**src/hw/axi_lite_pkg.sv**
```systemverilog
`default_nettype none

package axi_lite_pkg;

	// B and R channel response
	typedef logic [1:0] resp_t;

	localparam resp_t RESP_OKAY   = 2'b00;
	// 2'b01 is EXOKAY, which AXI4-Lite does not use
	localparam resp_t RESP_SLVERR = 2'b10;
	localparam resp_t RESP_DECERR = 2'b11;

endpackage

`default_nettype wire

```
**src/hw/lsu_pkg.sv**
```systemverilog
`default_nettype none

package lsu_pkg;

	// ----------------------------------------------------------------------
	// widths of the load/store datapath
	// ----------------------------------------------------------------------
	typedef logic [31:0] addr_t;
	typedef logic [31:0] word_t;
	typedef logic [63:0] beat_t;
	typedef logic [7:0]  strb_t;
	typedef logic [2:0]  lane_t;

	// the eight RISC-V access kinds
	typedef enum logic [3:0] {
		OP_LB,
		OP_LBU,
		OP_LH,
		OP_LHU,
		OP_LW,
		OP_SB,
		OP_SH,
		OP_SW
	} mem_op_t;

	function automatic logic op_is_load(input mem_op_t kind);
		return kind inside {OP_LB, OP_LBU, OP_LH, OP_LHU, OP_LW};
	endfunction

	function automatic logic op_is_store(input mem_op_t kind);
		return kind inside {OP_SB, OP_SH, OP_SW};
	endfunction

	// bytes touched, counted from byte 0 of the access
	function automatic logic [3:0] op_byte_mask(input mem_op_t kind);
		case (kind)
			OP_LB, OP_LBU, OP_SB: return 4'b0001;
			OP_LH, OP_LHU, OP_SH: return 4'b0011;
			default:              return 4'b1111;
		endcase
	endfunction

endpackage

`default_nettype wire

```
**src/hw/lsu_access_plan.sv**
```systemverilog
`default_nettype none

module lsu_access_plan
	import lsu_pkg::*;
(
	input  wire          clock,
	input  wire          reset,
	input  wire          accept,
	input  wire          second_part,
	input  wire mem_op_t req_op,
	input  wire addr_t   req_addr,
	input  wire word_t   req_wdata,
	output logic         is_load,
	output logic         is_store,
	output logic         need_second,
	output addr_t        part_addr,
	output strb_t        part_strb,
	output strb_t        first_strb,
	output lane_t        lane_offset,
	output mem_op_t      op,
	output beat_t        beat_wdata
);

	mem_op_t      op_q;
	addr_t        addr_q;
	word_t        wdata_q;
	logic         load_q;
	logic         store_q;

	lane_t        offset;
	logic [3:0]   byte_mask;
	logic [15:0]  lane_span;
	strb_t        access_strb;
	strb_t        half_mask;
	strb_t        second_strb;
	addr_t        next_addr;
	logic [127:0] wide_wdata;

	// ----------------------------------------------------------------------
	// request register
	// ----------------------------------------------------------------------
	always_ff @(posedge clock) begin
		if (reset) begin
			load_q  <= 1'b0;
			store_q <= 1'b0;
		end else if (accept) begin
			load_q  <= op_is_load(req_op);
			store_q <= op_is_store(req_op);
		end
	end

	always_ff @(posedge clock) begin
		if (accept) begin
			op_q    <= req_op;
			addr_q  <= req_addr;
			wdata_q <= req_wdata;
		end
	end

	// ----------------------------------------------------------------------
	// lanes and split decision
	// ----------------------------------------------------------------------
	assign offset    = addr_q[2:0];
	assign byte_mask = op_byte_mask(op_q);

	// lanes before wrapping past lane 7
	assign lane_span   = {12'b0, byte_mask} << offset;
	assign access_strb = lane_span[7:0] | lane_span[15:8];

	// 4-byte half of the beat holding the first byte
	assign half_mask   = offset[2] ? 8'hf0 : 8'h0f;
	assign first_strb  = access_strb & half_mask;
	// whatever spills out of that half goes in a second part
	assign second_strb = access_strb & ~half_mask;
	assign need_second = |second_strb;

	assign next_addr = {addr_q[31:2], 2'b00} + 32'd4;
	assign part_addr = second_part ? next_addr : addr_q;
	assign part_strb = second_part ? second_strb : first_strb;

	// byte k of the store data lands on lane (o+k) mod 8
	assign wide_wdata = {96'b0, wdata_q} << {offset, 3'b000};
	assign beat_wdata = wide_wdata[63:0] | wide_wdata[127:64];

	assign is_load     = load_q;
	assign is_store    = store_q;
	assign lane_offset = offset;
	assign op          = op_q;

endmodule

`default_nettype wire

```
**src/hw/lsu_ctrl.sv**
```systemverilog
`default_nettype none

module lsu_ctrl
	import lsu_pkg::*;
	import axi_lite_pkg::*;
(
	input  wire        clock,
	input  wire        reset,
	input  wire        req_valid,
	input  wire        is_load,
	input  wire        is_store,
	input  wire        need_second,
	input  wire word_t load_word,
	input  wire        awready,
	input  wire        wready,
	input  wire resp_t bresp,
	input  wire        bvalid,
	input  wire        arready,
	input  wire resp_t rresp,
	input  wire        rvalid,
	output logic       req_ready,
	output logic       accept,
	output logic       second_part,
	output logic       beat_take,
	output logic       rsp_valid,
	output word_t      rsp_rdata,
	output logic       rsp_err,
	output logic       awvalid,
	output logic       wvalid,
	output logic       bready,
	output logic       arvalid,
	output logic       rready
);

	typedef enum logic [2:0] {
		IDLE,
		ISSUE,
		WAIT_ADDR_DATA,
		WAIT_RESP,
		DONE
	} state_t;

	state_t state;
	state_t state_next;
	logic   aw_done;
	logic   w_done;
	logic   second_q;
	logic   err_q;

	logic   aw_fire;
	logic   w_fire;
	logic   ar_fire;
	logic   b_fire;
	logic   r_fire;
	logic   resp_fire;
	logic   resp_bad;
	logic   addr_data_done;
	logic   last_part;

	// ----------------------------------------------------------------------
	// handshakes
	// ----------------------------------------------------------------------
	assign req_ready = (state == IDLE);
	assign accept    = req_valid && req_ready;

	// AW and W go up together, each drops on its own handshake
	assign awvalid = (state == WAIT_ADDR_DATA) && is_store && !aw_done;
	assign wvalid  = (state == WAIT_ADDR_DATA) && is_store && !w_done;
	assign arvalid = (state == WAIT_ADDR_DATA) && is_load;
	assign bready  = (state == WAIT_RESP) && is_store;
	assign rready  = (state == WAIT_RESP) && is_load;

	assign aw_fire = awvalid && awready;
	assign w_fire  = wvalid && wready;
	assign ar_fire = arvalid && arready;
	assign b_fire  = bvalid && bready;
	assign r_fire  = rvalid && rready;

	assign addr_data_done = is_store ? ((aw_done || aw_fire) && (w_done || w_fire)) : ar_fire;
	assign resp_fire      = b_fire || r_fire;
	assign resp_bad       = (b_fire && bresp != RESP_OKAY) || (r_fire && rresp != RESP_OKAY);
	assign last_part      = !need_second || second_q;

	assign beat_take   = r_fire;
	assign second_part = second_q;
	assign rsp_valid   = (state == DONE);

	// ----------------------------------------------------------------------
	// state machine
	// ----------------------------------------------------------------------
	always_comb begin
		state_next = state;
		case (state)
			IDLE: begin
				if (accept) begin
					state_next = ISSUE;
				end
			end
			ISSUE: state_next = WAIT_ADDR_DATA;
			WAIT_ADDR_DATA: begin
				if (addr_data_done) begin
					state_next = WAIT_RESP;
				end
			end
			WAIT_RESP: begin
				if (resp_fire) begin
					state_next = last_part ? DONE : ISSUE;
				end
			end
			DONE: state_next = IDLE;
			default: state_next = IDLE;
		endcase
	end

	always_ff @(posedge clock) begin
		if (reset) begin
			state <= IDLE;
		end else begin
			state <= state_next;
		end
	end

	// per-part channel flags, part select and sticky error
	always_ff @(posedge clock) begin
		if (reset) begin
			aw_done  <= 1'b0;
			w_done   <= 1'b0;
			second_q <= 1'b0;
			err_q    <= 1'b0;
		end else begin
			if (accept) begin
				second_q <= 1'b0;
				err_q    <= 1'b0;
			end
			if (state == ISSUE) begin
				aw_done <= 1'b0;
				w_done  <= 1'b0;
			end
			if (aw_fire) begin
				aw_done <= 1'b1;
			end
			if (w_fire) begin
				w_done <= 1'b1;
			end
			if (resp_fire && resp_bad) begin
				err_q <= 1'b1;
			end
			if (resp_fire && !last_part) begin
				second_q <= 1'b1;
			end
		end
	end

	// response captured on the final B or R handshake
	always_ff @(posedge clock) begin
		if (reset) begin
			rsp_err <= 1'b0;
		end else if (resp_fire && last_part) begin
			rsp_err <= err_q || resp_bad;
		end
	end

	always_ff @(posedge clock) begin
		if (resp_fire && last_part) begin
			rsp_rdata <= is_load ? load_word : '0;
		end
	end

endmodule

`default_nettype wire

```
**src/hw/lsu_load_merge.sv**
```systemverilog
`default_nettype none

module lsu_load_merge
	import lsu_pkg::*;
(
	input  wire          clock,
	input  wire          reset,
	input  wire          beat_take,
	input  wire          second_part,
	input  wire          need_second,
	input  wire beat_t   rdata,
	input  wire strb_t   first_strb,
	input  wire lane_t   lane_offset,
	input  wire mem_op_t op,
	output word_t        load_word
);

	beat_t held_beat;
	logic  held_valid;
	beat_t merged;
	word_t gathered;

	// first beat of a split load
	always_ff @(posedge clock) begin
		if (beat_take && need_second && !second_part) begin
			held_beat <= rdata;
		end
	end

	// set by the first beat, dropped again by the second
	always_ff @(posedge clock) begin
		if (reset) begin
			held_valid <= 1'b0;
		end else if (beat_take) begin
			held_valid <= need_second && !second_part;
		end
	end

	always_comb begin : gather
		lane_t lane;

		merged = rdata;
		// lanes of the first part come from the held beat
		for (int l = 0; l < 8; l++) begin
			if (held_valid && first_strb[l]) begin
				merged[8*l +: 8] = held_beat[8*l +: 8];
			end
		end
		for (int k = 0; k < 4; k++) begin
			lane = lane_offset + lane_t'(k);
			gathered[8*k +: 8] = merged[8*lane +: 8];
		end
	end

	// sign or zero extension
	always_comb begin
		case (op)
			OP_LB:   load_word = {{24{gathered[7]}}, gathered[7:0]};
			OP_LBU:  load_word = {24'b0, gathered[7:0]};
			OP_LH:   load_word = {{16{gathered[15]}}, gathered[15:0]};
			OP_LHU:  load_word = {16'b0, gathered[15:0]};
			OP_LW:   load_word = gathered;
			default: load_word = '0;
		endcase
	end

endmodule

`default_nettype wire

```
**src/hw/lsu_top.sv**
```systemverilog
`default_nettype none

module lsu_top
	import lsu_pkg::*;
	import axi_lite_pkg::*;
(
	input  wire          clock,
	input  wire          reset,
	// upstream request
	input  wire          req_valid,
	input  wire mem_op_t req_op,
	input  wire addr_t   req_addr,
	input  wire word_t   req_wdata,
	output wire          req_ready,
	// response
	output wire          rsp_valid,
	output wire word_t   rsp_rdata,
	output wire          rsp_err,
	// AXI4-Lite master
	output wire addr_t   awaddr,
	output wire          awvalid,
	input  wire          awready,
	output wire beat_t   wdata,
	output wire strb_t   wstrb,
	output wire          wvalid,
	input  wire          wready,
	input  wire resp_t   bresp,
	input  wire          bvalid,
	output wire          bready,
	output wire addr_t   araddr,
	output wire          arvalid,
	input  wire          arready,
	input  wire beat_t   rdata,
	input  wire resp_t   rresp,
	input  wire          rvalid,
	output wire          rready
);

	logic    accept;
	logic    second_part;
	logic    beat_take;
	logic    is_load;
	logic    is_store;
	logic    need_second;
	addr_t   part_addr;
	strb_t   part_strb;
	strb_t   first_strb;
	lane_t   lane_offset;
	mem_op_t op;
	word_t   load_word;

	lsu_ctrl u_lsu_ctrl (
		.clock       (clock),
		.reset       (reset),
		.req_valid   (req_valid),
		.is_load     (is_load),
		.is_store    (is_store),
		.need_second (need_second),
		.load_word   (load_word),
		.awready     (awready),
		.wready      (wready),
		.bresp       (bresp),
		.bvalid      (bvalid),
		.arready     (arready),
		.rresp       (rresp),
		.rvalid      (rvalid),
		.req_ready   (req_ready),
		.accept      (accept),
		.second_part (second_part),
		.beat_take   (beat_take),
		.rsp_valid   (rsp_valid),
		.rsp_rdata   (rsp_rdata),
		.rsp_err     (rsp_err),
		.awvalid     (awvalid),
		.wvalid      (wvalid),
		.bready      (bready),
		.arvalid     (arvalid),
		.rready      (rready)
	);

	lsu_access_plan u_lsu_access_plan (
		.clock       (clock),
		.reset       (reset),
		.accept      (accept),
		.second_part (second_part),
		.req_op      (req_op),
		.req_addr    (req_addr),
		.req_wdata   (req_wdata),
		.is_load     (is_load),
		.is_store    (is_store),
		.need_second (need_second),
		.part_addr   (part_addr),
		.part_strb   (part_strb),
		.first_strb  (first_strb),
		.lane_offset (lane_offset),
		.op          (op),
		.beat_wdata  (wdata)
	);

	lsu_load_merge u_lsu_load_merge (
		.clock       (clock),
		.reset       (reset),
		.beat_take   (beat_take),
		.second_part (second_part),
		.need_second (need_second),
		.rdata       (rdata),
		.first_strb  (first_strb),
		.lane_offset (lane_offset),
		.op          (op),
		.load_word   (load_word)
	);

	// one address per part, shared by both channels
	assign awaddr = part_addr;
	assign araddr = part_addr;
	assign wstrb  = part_strb;

endmodule

`default_nettype wire

```
**config.mk**
```make
export PLATFORM = sky130hd
export DESIGN_NAME = lsu_top
export DESIGN_NICKNAME = d
export VERILOG_FILES = /design/src/hw/axi_lite_pkg.sv /design/src/hw/lsu_pkg.sv /design/src/hw/lsu_access_plan.sv /design/src/hw/lsu_ctrl.sv /design/src/hw/lsu_load_merge.sv /design/src/hw/lsu_top.sv
export SDC_FILE = /design/constraint.sdc
export NUM_CORES = 1
export LEC_CHECK = 0
export ABC_AREA = 0
export BUFFER_PORTS_ARGS = -buffer_cell sky130_fd_sc_hd__buf_4
export CAP_MARGIN = 25
export CORE_AREA = 10 10 199 201
export CTS_BUF_LIST = sky130_fd_sc_hd__clkbuf_8
export CTS_CLUSTER_DIAMETER = 200
export CTS_CLUSTER_SIZE = 24
export DETAILED_ROUTE_END_ITERATION = 16
export DIE_AREA = 0 0 209 211
export SLEW_MARGIN = 5
export SYNTH_ARGS = -nofsm -noshare
export SYNTH_HDL_FRONTEND = slang
export SYNTH_SLANG_ARGS = --single-unit
export TNS_END_PERCENT = 30
```
**constraint.sdc**
```tcl
create_clock -name clock -period 6.4 [get_ports clock]
set_input_delay 0.32 -clock clock [delete_from_list [all_inputs] [get_ports clock]]
set_output_delay 0.32 -clock clock [all_outputs]
set_load 0.03 [all_outputs]
```
==> metrics.txt, run 1 <==
crit-path leading delay family buffers and inverters; Detail Placement HPWL 29790 µm; mapped cell area 10500 µm²; total track usage 17.42%; Critical-path top delay cell inv_2; PortBufs 319; nets@finish 1431; P_leak 0.005811 µW; synthesized area per cell 11.85 µm²; Hold WS 50.10 ps; Buf+Inv Stages, Crit Path 2; global-route wire length before repair 58890 µm; fin crit share 63.61%; number of synthesized register bits 175; Stages on worst setup path 9; Crit path largest cell delay 780 ps; Detail Route Antenna Nets 0; layout cell share with drive strength beyond 1 36.22%; Synth async-reset ratio 0%; CTS max path bufs 2; placed cell area 13140 µm²; Layout area overhead 40.72%; number of global-route vias before repair 9617; outcome finished clean; Req. time, crit path 6730 ps; VDD IR max 0.1769 mV; Via Count 8995; Period minus WS final 4071 ps; CP endpoint kind flip-flop; Final Total Pwr 3044 µW; RSZ-0062 raised after global routing false; post-synth top area cell edfxtp_1; hold path cells 1; Seq/Total Area, Yosys 49.00%; Tightest Pin Transition 972.6 ps; Synth Flop Type edfxtp_1; initial core utilization 29.66%; syn nets 1034; IO Count 320; crit-path max FO 53; number of post-CTS setup repair buffers 0; Via density 5.122; Die Footprint 44100 µm²; Pre-antenna DRT Iters 5; Clk Latency, worst-skew pair 500 ps; # Max-Cap Violations 0; Yosys warning count 0; setup TNS 0 ps; Pins Over Slew Limit 0; clock sinks 175; DR iter-0 viols 618; commonest cells in the netlist edfxtp_1, nand2_1, nor2_1; fin area 14780 µm²; die width 209 µm; max_slew headroom 35.16%; ANT cells 0; initial antenna violation count 1; post_cts resized 0; CP Cell Sequence buf_4 > inv_2 > ha_1 > nand2_1 > mux2i_1 > mux4_2 > a21o_1 > o32a_4 > o21ai_0; CP startpoint kind flip-flop; top cell type's share of synthesized area 46.90%; Unique masters post-synth 58; final hold violation count 0; DR DRC count 0; GP Congestion 0.8387; reg2reg path depth 9; top-count cell post-synth edfxtp_1; post-DR wirelength/cell 22.55 µm; CTS buffer count 17; Root Buffer clkbuf_8; area of the core 35400 µm²; Worst-path clk slew 100 ps; grt ovf 0; die height 211 µm; final setup fails 0; # rows 69; PwrDens 206.0 nW/µm²; Min-Delay Path Class primary input to flip-flop; CTS tree yes; ranking of synthesized cells by area edfxtp_1, mux4_2, mux2i_1; hold buffers post-CTS 130; Setup Crit Path Kind flip-flop to flip-flop; Max Fclk 0.2456 GHz; critical path arrival 4400 ps; Finished Core Util 41.74%; synthesized instance count 886; number of flops mapped to enable cells by yosys 164; clk_skew 18.85 ps; WL final 39600 µm; largest net degree at the start of global routing 66; CTS HTree Levels 4
## metrics by stage
stage,worst slack (ps),std cells
floorplan,2288,886
global route,2109,1756
CTS,2380,1755
finish,2329,1756
global placement,2487,1591
detailed placement,2404,1594
## worst reg2reg max path, stage by stage, from the launching register on
cell and delay, ps:
edfxtp_1 370, buf_4 280, inv_2 820, ha_1 420
nand2_1 400, mux2i_1 240, mux4_2 530, a21o_1 210
o32a_4 410, o21ai_0 220
## area by class of cell
type / count / area (µm²)
inverters: 14 / 52.55
repair buffers: 463 / 3816
clock buffers: 17 / 234.0
fillers: 3321 / 20620
multi-input cells: 612 / 4855
flip-flops and latches: 175 / 5145
well taps: 461 / 576.8
clock inverters: 14 / 96.34
## routing by layer
| layer | GRT usage (%) | share of wire, % | wire length, µm |
|---|---|---|---|
| met1 | 19.80 | 39 | 15340 |
| met2 | 30.68 | 51 | 20240 |
| met3 | 6.150 | 8.9 | 3506 |
| met4 | 4.093 | 1.3 | 502 |
| met5 | 0 | 0.033 | 13 |
## logic make-up (layout without fill, tap and decap cells)
| group | count (synthesis) | in the layout | share of synthesized area (%) |
|---|---|---|---|
| AND/OR/NAND/NOR | 247 | 247 | 10.81 |
| multiplexers | 145 | 145 | 20.61 |
| AO/OA/AOI/OAI | 183 | 183 | 11.44 |
| flip-flops | 175 | 175 | 49.00 |
| XOR/XNOR | 33 | 33 | 2.753 |
| buffers and inverters | 99 | 508 | 4.909 |
| adder cells (fa/ha/maj) | 4 | 4 | 0.4767 |
## sequential cells by signal, summed over array words and instances, names as in the netlist
signal and cells:
u_lsu_access_plan.wdata_q 32, u_lsu_access_plan.addr_q 32, u_lsu_load_merge.held_valid 1, u_lsu_ctrl.w_done 1, u_lsu_ctrl.state 3, u_lsu_ctrl.aw_done 1, u_lsu_ctrl.second_part 1, u_lsu_access_plan.is_store 1
u_lsu_access_plan.is_load 1, u_lsu_ctrl.rsp_rdata 32, u_lsu_access_plan.op 4, u_lsu_ctrl.rsp_err 1, u_lsu_ctrl.err_q 1, u_lsu_load_merge.held_beat 64
## worst paths after layout
| kind | start | endpoint | slack [ps] |
|---|---|---|---|
| worst max register to register | u_lsu_access_plan.addr_q[1]$_DFFE_PP_ | u_lsu_ctrl.rsp_rdata[29]$_SDFFCE_PN0P_ | 2330 |
| worst max-delay path | u_lsu_access_plan.addr_q[1]$_DFFE_PP_ | u_lsu_ctrl.rsp_rdata[29]$_SDFFCE_PN0P_ | 2330 |
| worst min register to register | u_lsu_ctrl.err_q$_SDFFE_PP0P_ | u_lsu_ctrl.err_q$_SDFFE_PP0P_ | 510 |
| worst min-delay path | rdata[47] | u_lsu_load_merge.held_beat[47]$_DFFE_PP_ | 50 |
## cell usage in the layout, fill, tap and decap left out, drive strengths merged, types with 3 or more instances in the layout
| cell type | count |
|---|---|
| buf | 333 |
| edfxtp | 164 |
| dlygate4sd3 | 130 |
| nand2 | 84 |
| nor2 | 76 |
| o21ai | 62 |
| mux2i | 55 |
| mux4 | 53 |
| mux2 | 37 |
| a21oi | 31 |
| a211oi | 27 |
| nand3 | 20 |
| xnor2 | 19 |
| clkbuf | 17 |
| a22o | 16 |
| inv | 15 |
| xor2 | 14 |
| o22ai | 13 |
| and3 | 12 |
| nor3 | 11 |
| dfxtp | 11 |
| nand2b | 10 |
| clkinv | 10 |
| nor3b | 7 |
| o211ai | 7 |
| a31oi | 5 |
| and2 | 5 |
| or2 | 4 |
| nand4 | 4 |
| o31ai | 4 |
| ha | 4 |
| or3 | 4 |
| o211a | 3 |
| nor4 | 3 |
| clkinvlp | 3 |
| and4 | 3 |
## report_power, final
group          total (µW)  switching, µW  internal, µW
Combinational         995            584           410
Clock                 712            447           265
Sequential           1340           37.8          1300
Total                3040           1070          1980
Note: power is estimated with default switching activity, not from simulation.
==> run 2: changes to the inputs <==
--- a/config.mk
+++ b/config.mk
@@ -5,15 +5,15 @@
 export SDC_FILE = /design/constraint.sdc
 export NUM_CORES = 1
 export LEC_CHECK = 0
-export ABC_AREA = 0
+export ABC_AREA = 1
 export BUFFER_PORTS_ARGS = -buffer_cell sky130_fd_sc_hd__buf_4
 export CAP_MARGIN = 25
-export CORE_AREA = 10 10 199 201
+export CORE_AREA = 10 10 205 207
 export CTS_BUF_LIST = sky130_fd_sc_hd__clkbuf_8
 export CTS_CLUSTER_DIAMETER = 200
 export CTS_CLUSTER_SIZE = 24
 export DETAILED_ROUTE_END_ITERATION = 16
-export DIE_AREA = 0 0 209 211
+export DIE_AREA = 0 0 215 217
 export SLEW_MARGIN = 5
 export SYNTH_ARGS = -nofsm -noshare
 export SYNTH_HDL_FRONTEND = slang
==> constraint.sdc (replaced) <==
create_clock -name clock -period 4.1 [get_ports clock]
set_input_delay 0.205 -clock clock [delete_from_list [all_inputs] [get_ports clock]]
set_output_delay 0.205 -clock clock [all_outputs]
set_load 0.03 [all_outputs]
==> run 2 against run 1 <==
Highest routed layer is now met4. Die area grew 5.8%. Sequential cell count is the same. Largest cell class unchanged. Worst setup slack lost 2000 ps. Clock-buffer cell count is the same. Sequential share of layout area shrank 1.9 points. Routed wire length grew 15%. Critical path depth shrank 2. Register-to-register slack lost 1400 ps. Final cell count grew 32%.
==> metrics.txt, run 2 <==
worst setup margin 314.9 ps (-2014 ps); Detail Route Antenna Nets 0 (unchanged); IO Count 320 (unchanged); clk_skew 22.77 ps (+3.925 ps); Die Footprint 46660 µm² (+5.8%); mapped cell area 11210 µm² (+6.8%); PortBufs 319 (unchanged); Min-Delay Path Class primary input to flip-flop; post_cts resized 0 (unchanged); synthesized area per cell 8.055 µm² (-32%); crit-path leading delay family buffers and inverters; top cell type's share of synthesized area 43.92% (-3.0 points); total track usage 18.77% (+1.4 points); Tightest Pin Transition 1051 ps (+78.21 ps); VDD IR max 0.3309 mV (+87%); CP endpoint kind output pin; DR DRC count 0 (unchanged); WL final 45390 µm (+15%); layout cell share with drive strength beyond 1 23.79% (-12 points); area of the core 38110 µm² (+7.7%); Root Buffer clkbuf_8; dpl ws 916.5 ps (-1488 ps); Finished Core Util 40.95% (-0.79 points); number of global-route vias before repair 11440 (+19%); # Max-Cap Violations 0 (unchanged); most frequent cells in the layout nand2_1, buf_4, nand3_1, edfxtp_1; Synth Flop Type edfxtp_1; crit-path max FO 34 (-36%); nets@finish 1930 (+35%); Seq/Total Area, Yosys 45.88% (-3.1 points); CTS HTree Levels 4 (unchanged); initial core utilization 29.43% (-0.24 points); Worst-path clk slew 90 ps (about the same); CTS buffer count 17 (unchanged); most flop-heavy register u_lsu_load_merge.held_beat; Period minus WS final 3785 ps; post-DR wirelength/cell 19.60 µm (-13%); DR iter-0 viols 951 (+54%); Critical-path top delay cell nor2_2; number of synthesized register bits 175 (unchanged); Crit path largest cell delay 650 ps (-130 ps); final hold violation count 0 (unchanged); PwrDens 445.0 nW/µm² (+120%); Via Count 11350 (+26%); clock sinks 175 (unchanged); fin crit share 92.32%; Pre-antenna DRT Iters 6 (+1); Unique masters post-synth 52 (-10%); Layout area overhead 39.18%; commonest cells in the netlist nand2_1, nand3_1, edfxtp_1; syn nets 1540 (+49%); Via density 4.901 (-4.3%); Buf+Inv Stages, Crit Path 4 (+2); CTS tree yes; outcome finished clean; Max Fclk 0.2642 GHz; Detail Placement HPWL 34390 µm (+15%); Filler cells 3759 (+13%); CP startpoint kind flip-flop; initial antenna violation count 3 (+2); max reg flops 64 (unchanged); global-route wire length before repair 68270 µm (+16%); CP Cell Sequence buf_4 > nand2_2 > clkinv_1 > nor2_2 > inv_1 > nor2_1 > buf_4; critical path arrival 3580 ps (-820 ps); Setup Crit Path Kind flip-flop to output pin; top-count cell post-synth nand2_1; ranking of synthesized cells by area edfxtp_1, nand2_1, nand3_1; Pins Over Slew Limit 0 (unchanged); Clk Latency, worst-skew pair 510 ps (about the same); largest net degree at the start of global routing 68 (+3.0%); post-synth top area cell edfxtp_1; number of flops mapped to enable cells by yosys 164 (unchanged); Synth async-reset ratio 0% (unchanged); final setup fails 0 (unchanged); # rows 72 (+4.3%); synthesized instance count 1392 (+57%); GP Congestion 0.9385 (+12%); commonest non-fill, non-tap cell in the layout nand2_1; grt ovf 0 (unchanged); Yosys warning count 0 (unchanged); P_leak 0.006966 µW (+20%); max_slew headroom 29.69% (-5.5 points); Req. time, crit path 3890 ps (-2840 ps); die height 217 µm (+2.8%); Most common cell on crit path buf_4; die width 215 µm (+2.9%); CTS max path bufs 2 (unchanged); RSZ-0062 raised after global routing false
[run 2: changes by cell type after synthesis, moves of 26 or more]
cell	delta
nand2_1	+260
nand3_1	+189
inv_1	+121
mux4_2	-52
nor2_1	+40
mux2i_1	-37
mux2_2	-36
a211oi_1	-26
[run 2: worst paths after layout]
path / end / from / depth (start not counted) / slack, ps
worst max register to register: u_lsu_ctrl.rsp_rdata[20]$_SDFFCE_PN0P_ / u_lsu_access_plan.addr_q[2]$_DFFE_PP_ / 9 / 890
worst min register to register: u_lsu_ctrl.rsp_err$_SDFFE_PP0P_ / u_lsu_ctrl.err_q$_SDFFE_PP0P_ / 2 / 520
worst max-delay path: wdata[46] / u_lsu_access_plan.addr_q[2]$_DFFE_PP_ / 7 / 310
worst min-delay path: u_lsu_ctrl.aw_done$_SDFFE_PP0P_ / awready / 5 / 90
[run 2: timing repair]
item,4_1_cts,5_1_grt
buffers inserted,0,0
endpoints found under the hold margin,135,0
endpoints found under the setup margin,0,0
hold buffers,133,0
[run 2: cells by family after synthesis]
group	share of synthesized area, %
AND/OR/NAND/NOR	29.94
buffers and inverters	9.986
AO/OA/AOI/OAI	10.01
flip-flops	45.88
XOR/XNOR	2.031
multiplexers	1.707
adder cells (fa/ha/maj)	0.4463
[run 2: cell type report]
cell class,instances,area (µm²),share of cell area [%]
diodes,3,7.507,0.04810
multi-input cells,974,4964,31.80
inverters,139,524.3,3.359
repair buffers,475,3911,25.06
flip-flops and latches,175,5145,32.97
well taps,518,648.1,4.153
clock buffers,17,234.0,1.499
clock inverters,15,172.7,1.106
[run 2: metrics by stage]
step / power (µW) / area, µm² / setup TNS [ps] / cells / hold slack [ps]
floorplan: 4402 / 11220 / -913.1 / 1392 / 274.1
finish: 6944 / 15610 / 0 / 2316 / 92.64
global route: 7313 / 15600 / 0 / 2315 / 73.41
detailed placement: 5548 / 13860 / 0 / 2148 / 384.4
CTS: 6963 / 15600 / 0 / 2313 / 53.22
global placement: 5544 / 13860 / 0 / 2148 / 382.9
[run 2: worst min-delay path: cells and delay by family]
kind | cells | cell delay (ps)
and+or+nand+nor | 2 | 110
AOI/OAI and AO/OA | 1 | 80
buffers and inverters | 2 | 160
[run 2: power breakdown]
part           internal [µW]  leakage, µW  switching, µW
Combinational           1070      0.00518           2290
Sequential              2160      0.00158            116
Clock                    600     0.000208            709
Total                   3830      0.00697           3120
[run 2: routing by layer]
| layer | up-vias | wire (µm) | GRT usage, % |
|---|---|---|---|
| li1 | 5464 | - | - |
| met1 | 5263 | 18610 | 23.01 |
| met2 | 570 | 21570 | 31.47 |
| met3 | 53 | 4239 | 5.645 |
| met4 | 0 | 975 | 5.234 |
| met5 | - | 0 | 0 |
==> run 3: changes to the inputs <==
--- a/config.mk
+++ b/config.mk
@@ -9,7 +9,6 @@
 export BUFFER_PORTS_ARGS = -buffer_cell sky130_fd_sc_hd__buf_4
 export CAP_MARGIN = 25
 export CORE_AREA = 10 10 205 207
-export CTS_BUF_LIST = sky130_fd_sc_hd__clkbuf_8
 export CTS_CLUSTER_DIAMETER = 200
 export CTS_CLUSTER_SIZE = 24
 export DETAILED_ROUTE_END_ITERATION = 16
==> run 3 against run 2 <==
Register-to-register slack lost 110 ps. Global-route usage barely moved. Sequential cell count unchanged. Critical path depth fell by 2. Worst setup slack got worse by 32 ps. Final cell count is the same. Critical path type unchanged. First-iteration DRC count grew 2.8%. Utilization is 0.50 points higher. Clock skew is 7.9 ps lower.
==> metrics.txt, run 3 (same netlist as run 2, synthesis figures left out) <==
outcome finished clean; initial core utilization 29.43% (unchanged); worst setup margin 283.4 ps (-31.53 ps); fin crit share 93.09% (+0.77 points); Multi-input gate area 4964 µm² (unchanged); Req. time, crit path 3890 ps (about the same); IO Count 320 (unchanged); Period minus WS final 3817 ps (+31.53 ps); Clk Latency, worst-skew pair 460 ps (-50 ps); Filler cells 3740 (-0.51%); nets@finish 1930 (unchanged); final hold violation count 0 (unchanged); Seq. cell area 5145 µm² (unchanged); RSZ-0062 raised after global routing false; DR DRC count 0 (unchanged); dpl ws 916.5 ps (unchanged); Clock Power Share 23.4% (+4.5 points); max_slew headroom 24.44% (-5.3 points); CTS buffer count 17 (unchanged); Layout area overhead 40.88%; # rows 72 (unchanged); number of global-route vias before repair 11420 (-0.17%); setup TNS 0 ps (unchanged); Root Buffer clkbuf_16; post_cts resized 0 (unchanged); DRT met1 WL 18760 µm (+0.81%); layout cell share with drive strength beyond 1 23.79% (unchanged); final setup fails 0 (unchanged); VDD IR max 0.3310 mV (about the same); Setup Crit Path Kind flip-flop to output pin; max reg flops 64 (unchanged); Pins Over Slew Limit 0 (unchanged); total track usage 18.76% (about the same); Worst-path clk slew 60 ps (-30 ps); logic gate share of total power 45.6% (-2.7 points); # Max-Cap Violations 0 (unchanged); clk_skew 14.84 ps (-7.934 ps); Via Count 11260 (-0.78%); P_leak 0.007045 µW (+1.1%); Detail Route Antenna Nets 0 (unchanged); Pre-antenna DRT Iters 5 (-1); initial antenna violation count 3 (unchanged); crit-path max FO 24 (-29%); die height 217 µm (unchanged); met3 WL post-DR 4003 µm (-5.6%); Via density 4.863 (-0.78%); GP Congestion 0.9385 (unchanged); Detail Placement HPWL 34390 µm (unchanged); global-route wire length before repair 68240 µm (about the same); Cell Int Power 4193 µW (+9.5%); Max Fclk 0.2620 GHz (-0.83%); Die Footprint 46660 µm² (unchanged); Min-Delay Path Class primary input to flip-flop; PortBufs 319 (unchanged); critical path arrival 3610 ps (+30 ps); most flop-heavy register u_lsu_load_merge.held_beat; CTS HTree Levels 4 (unchanged); CP endpoint kind output pin; routed wire length on met2 21770 µm (+0.93%); CP startpoint kind flip-flop; largest net degree at the start of global routing 68 (unchanged); most frequent cells in the layout nand2_1, buf_4, nand3_1, edfxtp_1, dlygate4sd3_1; CTS tree yes; number of post-CTS setup repair buffers 0 (unchanged); area of the core 38110 µm² (unchanged); sequential power share 31.0% (-1.8 points); die width 215 µm (unchanged); commonest non-fill, non-tap cell in the layout nand2_1; WL final 45370 µm (about the same); DR iter-0 viols 978 (+2.8%); post-DR wirelength/cell 19.59 µm (about the same); DR top layer met4; PwrDens 465.7 nW/µm² (+4.7%); CTS max path bufs 2 (unchanged); switching part of the total 43.01% (-1.8 points); grt ovf 0 (unchanged); Tightest Pin Transition 1129 ps (+78.48 ps); clock sinks 175 (unchanged); Sw Pwr 3165 µW (+1.6%)
-- run 3: layer usage --
layer / up-vias / track usage (%)
li1: 5477 / -
met1: 5218 / 23.07
met2: 525 / 31.55
met3: 42 / 5.465
met4: 0 / 5.069
met5: - / 0
-- run 3: power groups by stage --
stage               sequential, µW  clock [µW]  combinational [µW]
global placement              2310           0                3230
floorplan                     2310           0                2090
finish                        2280        1720                3360
global route                  2300        1810                3600
CTS                           2280        1750                3350
detailed placement            2320           0                3230
-- run 3: stage by stage --
stage	cell area, µm²	hold WS, ps	total power, µW	std cells	util (%)
after global routing	15800	137.9	7720	2315	41.45
after global placement	13860	382.9	5544	2148	36.37
after CTS	15790	113.8	7384	2313	41.44
after detailed placement	13860	384.4	5548	2148	36.37
final	15800	145.9	7357	2316	41.46
after floorplan	11220	274.1	4402	1392	-
-- run 3: worst paths after layout --
| path | from | end | slack (ps) | cells past startpoint |
|---|---|---|---|---|
| worst max-delay path | u_lsu_access_plan.addr_q[2]$_DFFE_PP_ | wdata[49] | 280 | 5 |
| worst min-delay path | req_valid | u_lsu_ctrl.state[1]$_SDFFE_PP0P_ | 150 | 5 |
| worst max register to register | u_lsu_access_plan.addr_q[2]$_DFFE_PP_ | u_lsu_ctrl.rsp_rdata[20]$_SDFFCE_PN0P_ | 780 | 9 |
| worst min register to register | u_lsu_ctrl.err_q$_SDFFE_PP0P_ | u_lsu_ctrl.rsp_err$_SDFFE_PP0P_ | 520 | 2 |
-- run 3: cell type report --
type,count,share of cell area (%)
clock buffers,19,2.740
diodes,3,0.04752
flip-flops and latches,175,32.57
clock inverters,13,1.045
repair buffers,475,24.76
inverters,139,3.319
well taps,518,4.103
multi-input cells,974,31.42
-- run 3: timing repair --
action | in CTS | in global routing
endpoints found under the setup margin | 0 | 0
hold buffers | 133 | 0
hold endpoints to repair | 135 | 0
-- run 3: critical path, cell delays in order, from the launching register on --
cell,delay [ps]
edfxtp_1,530
buf_4,310
nor2_1,890
inv_1,690
o22ai_1,470
buf_4,240
